==> config.mk <==
export PLATFORM = sky130hd
export DESIGN_NAME = arcade_io_top
export DESIGN_NICKNAME = d
export VERILOG_FILES = /design/src/common/arcade_pkg.sv /design/src/common/player_ctrl_if.sv /design/src/design/arcade_io_top.sv /design/src/design/sigma_delta_dac.sv /design/src/design/control_merge.sv /design/src/design/joystick/joystick_debounce.sv /design/src/design/key_decoder/ps2_key_decoder.sv
export SDC_FILE = /design/constraint.sdc
export NUM_CORES = 1
export LEC_CHECK = 0
export ABC_AREA = 1
export BUFFER_PORTS_ARGS = -buffer_cell sky130_fd_sc_hd__clkbuf_2
export CORE_ASPECT_RATIO = 1.25
export CORE_MARGIN = 2
export CORE_UTILIZATION = 49
export DETAILED_ROUTE_END_ITERATION = 6
export GPL_TIMING_DRIVEN = 0
export PLACE_DENSITY = 0.75
export SLEW_MARGIN = 20
export SYNTH_ARGS = -nofsm -noshare
export SYNTH_HDL_FRONTEND = slang
export SYNTH_HIERARCHICAL = 1
export SYNTH_SLANG_ARGS = --single-unit
export TNS_END_PERCENT = 50
==> constraint.sdc <==
create_clock -name clk_24 -period 1.23 [get_ports clk_24]
set_input_delay 0.0615 -clock clk_24 [delete_from_list [all_inputs] [get_ports clk_24]]
set_output_delay 0.0615 -clock clk_24 [all_outputs]
set_load 0.05 [all_outputs]
==> src/common/arcade_pkg.sv <==
// shared field positions, scan codes and joystick bit indices for the arcade control front end
package arcade_pkg;

	// key event word from the configuration link
	localparam int unsigned key_event_w     = 11;
	localparam int unsigned key_toggle_bit  = 10; // flips once per event
	localparam int unsigned key_pressed_bit = 9;  // 1 press, 0 release
	localparam int unsigned key_code_lsb    = 0;
	localparam int unsigned key_code_w      = 8;  // bit 8 is the extended flag, unused

	// mapped scan codes
	localparam logic [key_code_w-1:0] sc_up      = 8'h75;
	localparam logic [key_code_w-1:0] sc_down    = 8'h72;
	localparam logic [key_code_w-1:0] sc_left    = 8'h6B;
	localparam logic [key_code_w-1:0] sc_right   = 8'h74;
	localparam logic [key_code_w-1:0] sc_coin    = 8'h76; // escape
	localparam logic [key_code_w-1:0] sc_start1  = 8'h05; // F1
	localparam logic [key_code_w-1:0] sc_start2  = 8'h06; // F2
	localparam logic [key_code_w-1:0] sc_fire1_a = 8'h14; // control
	localparam logic [key_code_w-1:0] sc_fire1_b = 8'h11; // alt
	localparam logic [key_code_w-1:0] sc_fire2   = 8'h29; // space

	// joystick word layout
	localparam int unsigned joy_w     = 8;
	localparam int unsigned joy_right = 0;
	localparam int unsigned joy_left  = 1;
	localparam int unsigned joy_down  = 2;
	localparam int unsigned joy_up    = 3;
	localparam int unsigned joy_fire  = 4;

	// status word and reset sources
	localparam int unsigned status_w          = 32;
	localparam int unsigned st_reset_bit      = 0;
	localparam int unsigned st_test_bit       = 1;
	localparam int unsigned st_menu_reset_bit = 6;
	localparam int unsigned btn_reset_bit     = 1;

endpackage
==> src/common/player_ctrl_if.sv <==
// one player's held button levels, driven by a keyboard decoder or joystick debouncer and read by the merger
`timescale 1ns/1ps

interface player_ctrl_if;

	logic up;
	logic down;
	logic left;
	logic right;
	logic fire;
	logic coin;
	logic start1;
	logic start2;

	modport source (
		output up,
		output down,
		output left,
		output right,
		output fire,
		output coin,
		output start1,
		output start2
	);

	modport sink (
		input up,
		input down,
		input left,
		input right,
		input fire,
		input coin,
		input start1,
		input start2
	);

endinterface

==> src/design/arcade_io_top.sv <==
// top of the control and sound front end, wires decoders, merger and converter to plain ports
`timescale 1ns/1ps

module arcade_io_top
	import arcade_pkg::*;
#(
	parameter int AUDIO_WIDTH     = 7,
	parameter int DEBOUNCE_CYCLES = 4
) (
	input  logic                   clk_24,
	input  logic                   arst_n,
	input  logic [key_event_w-1:0] key_event,
	input  logic [joy_w-1:0]       joystick_0,
	input  logic [joy_w-1:0]       joystick_1,
	input  logic [status_w-1:0]    status,
	input  logic [1:0]             buttons,
	input  logic [AUDIO_WIDTH-1:0] sample,
	output logic                   up1_n,
	output logic                   down1_n,
	output logic                   left1_n,
	output logic                   right1_n,
	output logic                   fire1_n,
	output logic                   up2_n,
	output logic                   down2_n,
	output logic                   left2_n,
	output logic                   right2_n,
	output logic                   fire2_n,
	output logic                   coin1_n,
	output logic                   start1_n,
	output logic                   start2_n,
	output logic                   test_n,
	output logic                   game_reset_n,
	output logic                   audio_l,
	output logic                   audio_r
);

	player_ctrl_if kbd ();
	player_ctrl_if joy1 ();
	player_ctrl_if joy2 ();

	logic kbd_fire2;
	logic audio_bit;

	ps2_key_decoder u_key_decoder (
		.clk_24    (clk_24),
		.arst_n    (arst_n),
		.key_event (key_event),
		.kbd1      (kbd.source),
		.fire2     (kbd_fire2)
	);

	joystick_debounce #(
		.DEBOUNCE_CYCLES (DEBOUNCE_CYCLES)
	) u_joy1_debounce (
		.clk_24 (clk_24),
		.arst_n (arst_n),
		.joy    (joystick_0),
		.ctrl   (joy1.source)
	);

	joystick_debounce #(
		.DEBOUNCE_CYCLES (DEBOUNCE_CYCLES)
	) u_joy2_debounce (
		.clk_24 (clk_24),
		.arst_n (arst_n),
		.joy    (joystick_1),
		.ctrl   (joy2.source)
	);

	control_merge u_control_merge (
		.clk_24       (clk_24),
		.arst_n       (arst_n),
		.kbd          (kbd.sink),
		.joy1         (joy1.sink),
		.joy2         (joy2.sink),
		.kbd_fire2    (kbd_fire2),
		.status       (status),
		.buttons      (buttons),
		.up1_n        (up1_n),
		.down1_n      (down1_n),
		.left1_n      (left1_n),
		.right1_n     (right1_n),
		.fire1_n      (fire1_n),
		.up2_n        (up2_n),
		.down2_n      (down2_n),
		.left2_n      (left2_n),
		.right2_n     (right2_n),
		.fire2_n      (fire2_n),
		.coin1_n      (coin1_n),
		.start1_n     (start1_n),
		.start2_n     (start2_n),
		.test_n       (test_n),
		.game_reset_n (game_reset_n)
	);

	sigma_delta_dac #(
		.AUDIO_WIDTH (AUDIO_WIDTH)
	) u_dac (
		.clk_24    (clk_24),
		.arst_n    (arst_n),
		.sample    (sample),
		.audio_out (audio_bit)
	);

	assign audio_l = audio_bit; // mono, same bit on both channels
	assign audio_r = audio_bit;

endmodule

==> src/design/sigma_delta_dac.sv <==
// first-order sigma-delta converter, one output bit per clock from the sound sample
`timescale 1ns/1ps

module sigma_delta_dac #(
	parameter int AUDIO_WIDTH = 7
) (
	input  logic                   clk_24,
	input  logic                   arst_n,
	input  logic [AUDIO_WIDTH-1:0] sample,
	output logic                   audio_out
);

	logic [AUDIO_WIDTH-1:0] acc_q;
	logic [AUDIO_WIDTH-1:0] acc_sum;
	logic                   carry;

	// carry out of the accumulator is the pulse density
	assign {carry, acc_sum} = {1'b0, acc_q} + {1'b0, sample};

	always_ff @(posedge clk_24 or negedge arst_n) begin
		if (!arst_n) begin
			acc_q     <= '0;
			audio_out <= 1'b0;
		end else begin
			acc_q     <= acc_sum;
			audio_out <= carry;
		end
	end

endmodule

==> src/design/control_merge.sv <==
// merges keyboard and joystick buttons into registered active-low game inputs and the game reset
`timescale 1ns/1ps

module control_merge
	import arcade_pkg::*;
(
	input  logic                clk_24,
	input  logic                arst_n,
	player_ctrl_if.sink         kbd,
	player_ctrl_if.sink         joy1,
	player_ctrl_if.sink         joy2,
	input  logic                kbd_fire2,
	input  logic [status_w-1:0] status,
	input  logic [1:0]          buttons,
	output logic                up1_n,
	output logic                down1_n,
	output logic                left1_n,
	output logic                right1_n,
	output logic                fire1_n,
	output logic                up2_n,
	output logic                down2_n,
	output logic                left2_n,
	output logic                right2_n,
	output logic                fire2_n,
	output logic                coin1_n,
	output logic                start1_n,
	output logic                start2_n,
	output logic                test_n,
	output logic                game_reset_n
);

	logic reset_req;

	assign reset_req = status[st_reset_bit] | status[st_menu_reset_bit] | buttons[btn_reset_bit];

	always_ff @(posedge clk_24 or negedge arst_n) begin
		if (!arst_n) begin
			up1_n        <= 1'b1;
			down1_n      <= 1'b1;
			left1_n      <= 1'b1;
			right1_n     <= 1'b1;
			fire1_n      <= 1'b1;
			up2_n        <= 1'b1;
			down2_n      <= 1'b1;
			left2_n      <= 1'b1;
			right2_n     <= 1'b1;
			fire2_n      <= 1'b1;
			coin1_n      <= 1'b1;
			start1_n     <= 1'b1;
			start2_n     <= 1'b1;
			test_n       <= 1'b1;
			game_reset_n <= 1'b0; // core held in reset
		end else begin
			up1_n        <= ~(kbd.up | joy1.up);
			down1_n      <= ~(kbd.down | joy1.down);
			left1_n      <= ~(kbd.left | joy1.left);
			right1_n     <= ~(kbd.right | joy1.right);
			fire1_n      <= ~(kbd.fire | joy1.fire);
			up2_n        <= ~joy2.up;             // player 2 directions from stick only
			down2_n      <= ~joy2.down;
			left2_n      <= ~joy2.left;
			right2_n     <= ~joy2.right;
			fire2_n      <= ~(joy2.fire | kbd_fire2); // space also fires player 2
			coin1_n      <= ~kbd.coin;
			start1_n     <= ~kbd.start1;
			start2_n     <= ~kbd.start2;
			test_n       <= ~status[st_test_bit];
			game_reset_n <= ~reset_req;
		end
	end

endmodule

==> src/design/joystick/joystick_debounce.sv <==
// debounces the direction and fire bits of one joystick word, instantiated once per player
`timescale 1ns/1ps

module joystick_debounce
	import arcade_pkg::*;
#(
	parameter int DEBOUNCE_CYCLES = 4
) (
	input  logic             clk_24,
	input  logic             arst_n,
	input  logic [joy_w-1:0] joy,
	player_ctrl_if.source    ctrl
);

	localparam int NBITS = joy_fire - joy_right + 1; // right, left, down, up, fire
	localparam int CNT_W = $clog2(DEBOUNCE_CYCLES + 1);
	localparam logic [CNT_W-1:0] CNT_LAST = CNT_W'(DEBOUNCE_CYCLES - 1);

	logic [NBITS-1:0] raw_q;          // sampled joystick bits
	logic [NBITS-1:0] stable_q;       // accepted values
	logic [CNT_W-1:0] cnt_q [NBITS];

	always_ff @(posedge clk_24 or negedge arst_n) begin
		if (!arst_n) begin
			raw_q    <= '0;
			stable_q <= '0;
			for (int i = 0; i < NBITS; i++) begin
				cnt_q[i] <= '0;
			end
		end else begin
			raw_q <= joy[joy_fire:joy_right];
			for (int i = 0; i < NBITS; i++) begin
				if (raw_q[i] == stable_q[i]) begin
					cnt_q[i] <= '0; // back to accepted, restart
				end else if (cnt_q[i] == CNT_LAST) begin
					stable_q[i] <= raw_q[i];
					cnt_q[i]    <= '0;
				end else begin
					cnt_q[i] <= cnt_q[i] + 1'b1;
				end
			end
		end
	end

	assign ctrl.right  = stable_q[joy_right - joy_right];
	assign ctrl.left   = stable_q[joy_left - joy_right];
	assign ctrl.down   = stable_q[joy_down - joy_right];
	assign ctrl.up     = stable_q[joy_up - joy_right];
	assign ctrl.fire   = stable_q[joy_fire - joy_right];

	// no coin or start buttons on the joystick path
	assign ctrl.coin   = 1'b0;
	assign ctrl.start1 = 1'b0;
	assign ctrl.start2 = 1'b0;

endmodule

==> src/design/key_decoder/ps2_key_decoder.sv <==
// turns toggle-flagged key events into held key states for player 1 and the space fire key
`timescale 1ns/1ps

module ps2_key_decoder
	import arcade_pkg::*;
(
	input  logic                   clk_24,
	input  logic                   arst_n,
	input  logic [key_event_w-1:0] key_event,
	player_ctrl_if.source          kbd1,
	output logic                   fire2
);

	logic                  toggle_q;
	logic                  key_new;
	logic                  pressed;
	logic [key_code_w-1:0] code;

	logic up_q;
	logic down_q;
	logic left_q;
	logic right_q;
	logic coin_q;
	logic start1_q;
	logic start2_q;
	logic fire1_q;
	logic fire2_q;

	assign key_new = key_event[key_toggle_bit] ^ toggle_q; // any flip is one event
	assign pressed = key_event[key_pressed_bit];
	assign code    = key_event[key_code_lsb +: key_code_w];

	always_ff @(posedge clk_24 or negedge arst_n) begin
		if (!arst_n) begin
			toggle_q <= 1'b0;
			up_q     <= 1'b0;
			down_q   <= 1'b0;
			left_q   <= 1'b0;
			right_q  <= 1'b0;
			coin_q   <= 1'b0;
			start1_q <= 1'b0;
			start2_q <= 1'b0;
			fire1_q  <= 1'b0;
			fire2_q  <= 1'b0;
		end else begin
			toggle_q <= key_event[key_toggle_bit];
			if (key_new) begin
				case (code)
					sc_up:      up_q     <= pressed;
					sc_down:    down_q   <= pressed;
					sc_left:    left_q   <= pressed;
					sc_right:   right_q  <= pressed;
					sc_coin:    coin_q   <= pressed;
					sc_start1:  start1_q <= pressed;
					sc_start2:  start2_q <= pressed;
					sc_fire1_a: fire1_q  <= pressed; // ctrl and alt share fire1
					sc_fire1_b: fire1_q  <= pressed;
					sc_fire2:   fire2_q  <= pressed;
					default:    ;                    // unmapped, ignored
				endcase
			end
		end
	end

	assign kbd1.up     = up_q;
	assign kbd1.down   = down_q;
	assign kbd1.left   = left_q;
	assign kbd1.right  = right_q;
	assign kbd1.fire   = fire1_q;
	assign kbd1.coin   = coin_q;
	assign kbd1.start1 = start1_q;
	assign kbd1.start2 = start2_q;
	assign fire2       = fire2_q;

endmodule

==> flow_metrics.py <==
metrics = {
    "yosys": {
        "avgSynthCellArea_um2": 8.75,
        "syn_inst": 431,
        "syn-num-nets": 519,
        "syn-cell-area_mm2": 0.00377,
        "yosysWarnings": 6,
    },
    "sta": {
        "rsz0062_at_grt": "yes",
        "slew-limit-headroom_pct": 66.6,
        "fin_crit_ps": 1360,
        "worst_pin_slew_ps": 502,
        "period_share_pct": 110,
        "hold_ws_ps": -32.5,
        "tns_ps": -307,
        "setup_viol": 3,
        "finalMaxSlewViolations": 0,
        "fin_ws_ps": -128,
        "fmax_mhz": 736,
        "hold_viol_final": 1,
        "skew_ps": 6.37,
    },
    "place": {
        "place_area_mm2": 0.00416,
        "place.detailed.hpwl_mm": 4.56,
        "place_ws_ps": -68.5,
        "gp_congestion": 0.864,
        "dp_cells": 572,
        "portBuffers": 48,
    },
    "detailed_routing": {
        "viasPerCell": 4.61,
        "drt_wl_total_mm": 6.32,
        "drc_errors": 0,
        "drtPass1Iterations": 5,
        "ant_nets": 0,
        "route.vias.total": 2785,
        "avgRoutedWirePerCell_um": 10.5,
        "drt-initial-drc-count": 57,
    },
    "finish": {
        "design_area_mm2": 0.00461,
        "syn_to_final_growth_pct": 22.1,
        "drive_above_1_share_pct": 27.0,
        "utilization_pct": 62.2,
        "finalNonFillerCells": 604,
        "n_antenna_cell": 0,
        "nFillCells": 615,
        "fin_nets": 595,
    },
    "clock_tree": {
        "path_clk_slew_ps": 80,
        "clk_latency_ps": 330,
        "clockBufferDepth": 2,
        "cts_inserted_buffers": 9,
        "cts_tree": "done",
        "clock-sinks": 83,
        "cts-root-buf": "clkbuf_8",
        "cts_max_level": 3,
        "hold_buffers": 15,
    },
    "global_route": {
        "overflow": 0,
        "grt_max_degree": 50,
        "grt_pass1_vias": 2804,
        "grtUsageTotal_pct": 17.1,
        "grt_pass1_wl_mm": 11.2,
        "antenna_found_initial": 0,
    },
    "setup_path": {
        "worstSetupPathType": "reg2reg",
        "crit_path_start_kind": "register",
        "arrival_ps": 1580,
        "crit_fanout": 3,
        "required_ps": 1450,
        "crit_path_end_kind": "register",
    },
    "pwr": {
        "pwr-share-seq_pct": 41.7,
        "combPwrFrac_pct": 35.9,
        "internal-power_mw": 6.08,
        "switchingPower_mw": 3.46,
        "switching_share_pct": 36.3,
        "power_density_mw_per_mm2": 2070,
        "power_mw": 9.54,
        "peakVddDrop_mv": 1.24,
        "p_leak_nw": 2.44,
        "clkPwrFrac_pct": 22.5,
    },
    "floorplan": {
        "die_h_um": 102,
        "core_mm2": 0.00740,
        "io_pins": 87,
        "die-area_mm2": 0.00842,
        "start_util_pct": 51.0,
        "fp.dieW_um": 82.5,
        "rows": 35,
    },
    "worst_hold_path": {
        "hp-class": "in2reg",
    },
    "run_status": {
        "violations": "hold timing, setup timing",
        "run_status": "complete, but fails checks",
    },
    "flow_run": {
        "drv_cap": 0,
    },
}
[what timing repair did]
item	in CTS	in global routing
endpoints found under the setup margin	4	8
setup buffers	0	1
cloned	0	0
endpoints found under the hold margin	41	1
resized for setup	6	9
pin swaps	1	5
[cell type report]
class	count	area, um2	share of cell area [%]
flip-flops and latches	83	2090	45.5
multi-input cells	259	1400	30.3
repair buffers	65	428	9.29
inverters	86	323	7.01
clock buffers	12	155	3.37
well taps	92	115	2.50
clock inverters	4	72.6	1.58
plain buffers	3	23.8	0.516
[power groups by stage]
stage | clock network [mW] | logic (mW) | registers [mW]
floorplan | 0 | 1.93 | 4.55
global placement | 0 | 3.03 | 3.96
detailed placement | 0 | 3.19 | 4.02
CTS | 2.22 | 3.31 | 3.97
global route | 2.34 | 3.86 | 4.07
finish | 2.14 | 3.43 | 3.97
[cells in the final DEF (no fill, tap or decap), types with 5 or more instances in the layout]
cell / count
dfstp_2: 14
inv_1: 80
nand3_1: 18
nand4_1: 9
clkbuf_8: 11
inv_2: 5
dfrtp_1: 69
nor2_1: 53
dlygate4sd3_1: 15
nand2_1: 110
nand2_2: 34
clkbuf_2: 44
ha_1: 13
[critical path, stage by stage, from the launching register on]
cell     delay [ps]
dfrtp_1         340
ha_2            180
inv_2            40
fa_2            400
nor2_2          110
nor2_1           60
xnor2_1         120
[final timing paths]
check                                                from                       end  slack [ps]  depth (start not counted)
worst max register to register             u_dac/acc_q[0]            u_dac/acc_q[4]        -130                          6
worst min register to register  u_key_decoder/kbd1.start2  u_control_merge/start2_n         390                          1
worst min-delay path                            sample[0]            u_dac/acc_q[0]         -30                          2
worst max-delay path                       u_dac/acc_q[0]            u_dac/acc_q[4]        -130                          6
max in group asynchronous                          arst_n   u_control_merge/fire2_n         310                          3
min in group asynchronous                          arst_n  u_joy1_debounce/raw_q[3]         260                          2
[registers in the layout, summed over array words and instances (netlist names), 5 cells and up]
signal                    count
u_dac/acc_q                   7
u_joy1_debounce/cnt_q        15
u_joy1_debounce/raw_q         5
u_joy1_debounce/stable_q      5
u_joy2_debounce/cnt_q        15
u_joy2_debounce/raw_q         5
u_joy2_debounce/stable_q      5
[layer usage]
| metal | GRT usage [%] | share of wire, % |
|---|---|---|
| met3 | 3.89 | 3.1 |
| met2 | 30.3 | 53 |
| met4 | 7.31 | 1.1 |
| met5 | 0 | 0 |
| met1 | 19.5 | 43 |
No activity file was read; power rests on OpenSTA's default activity.
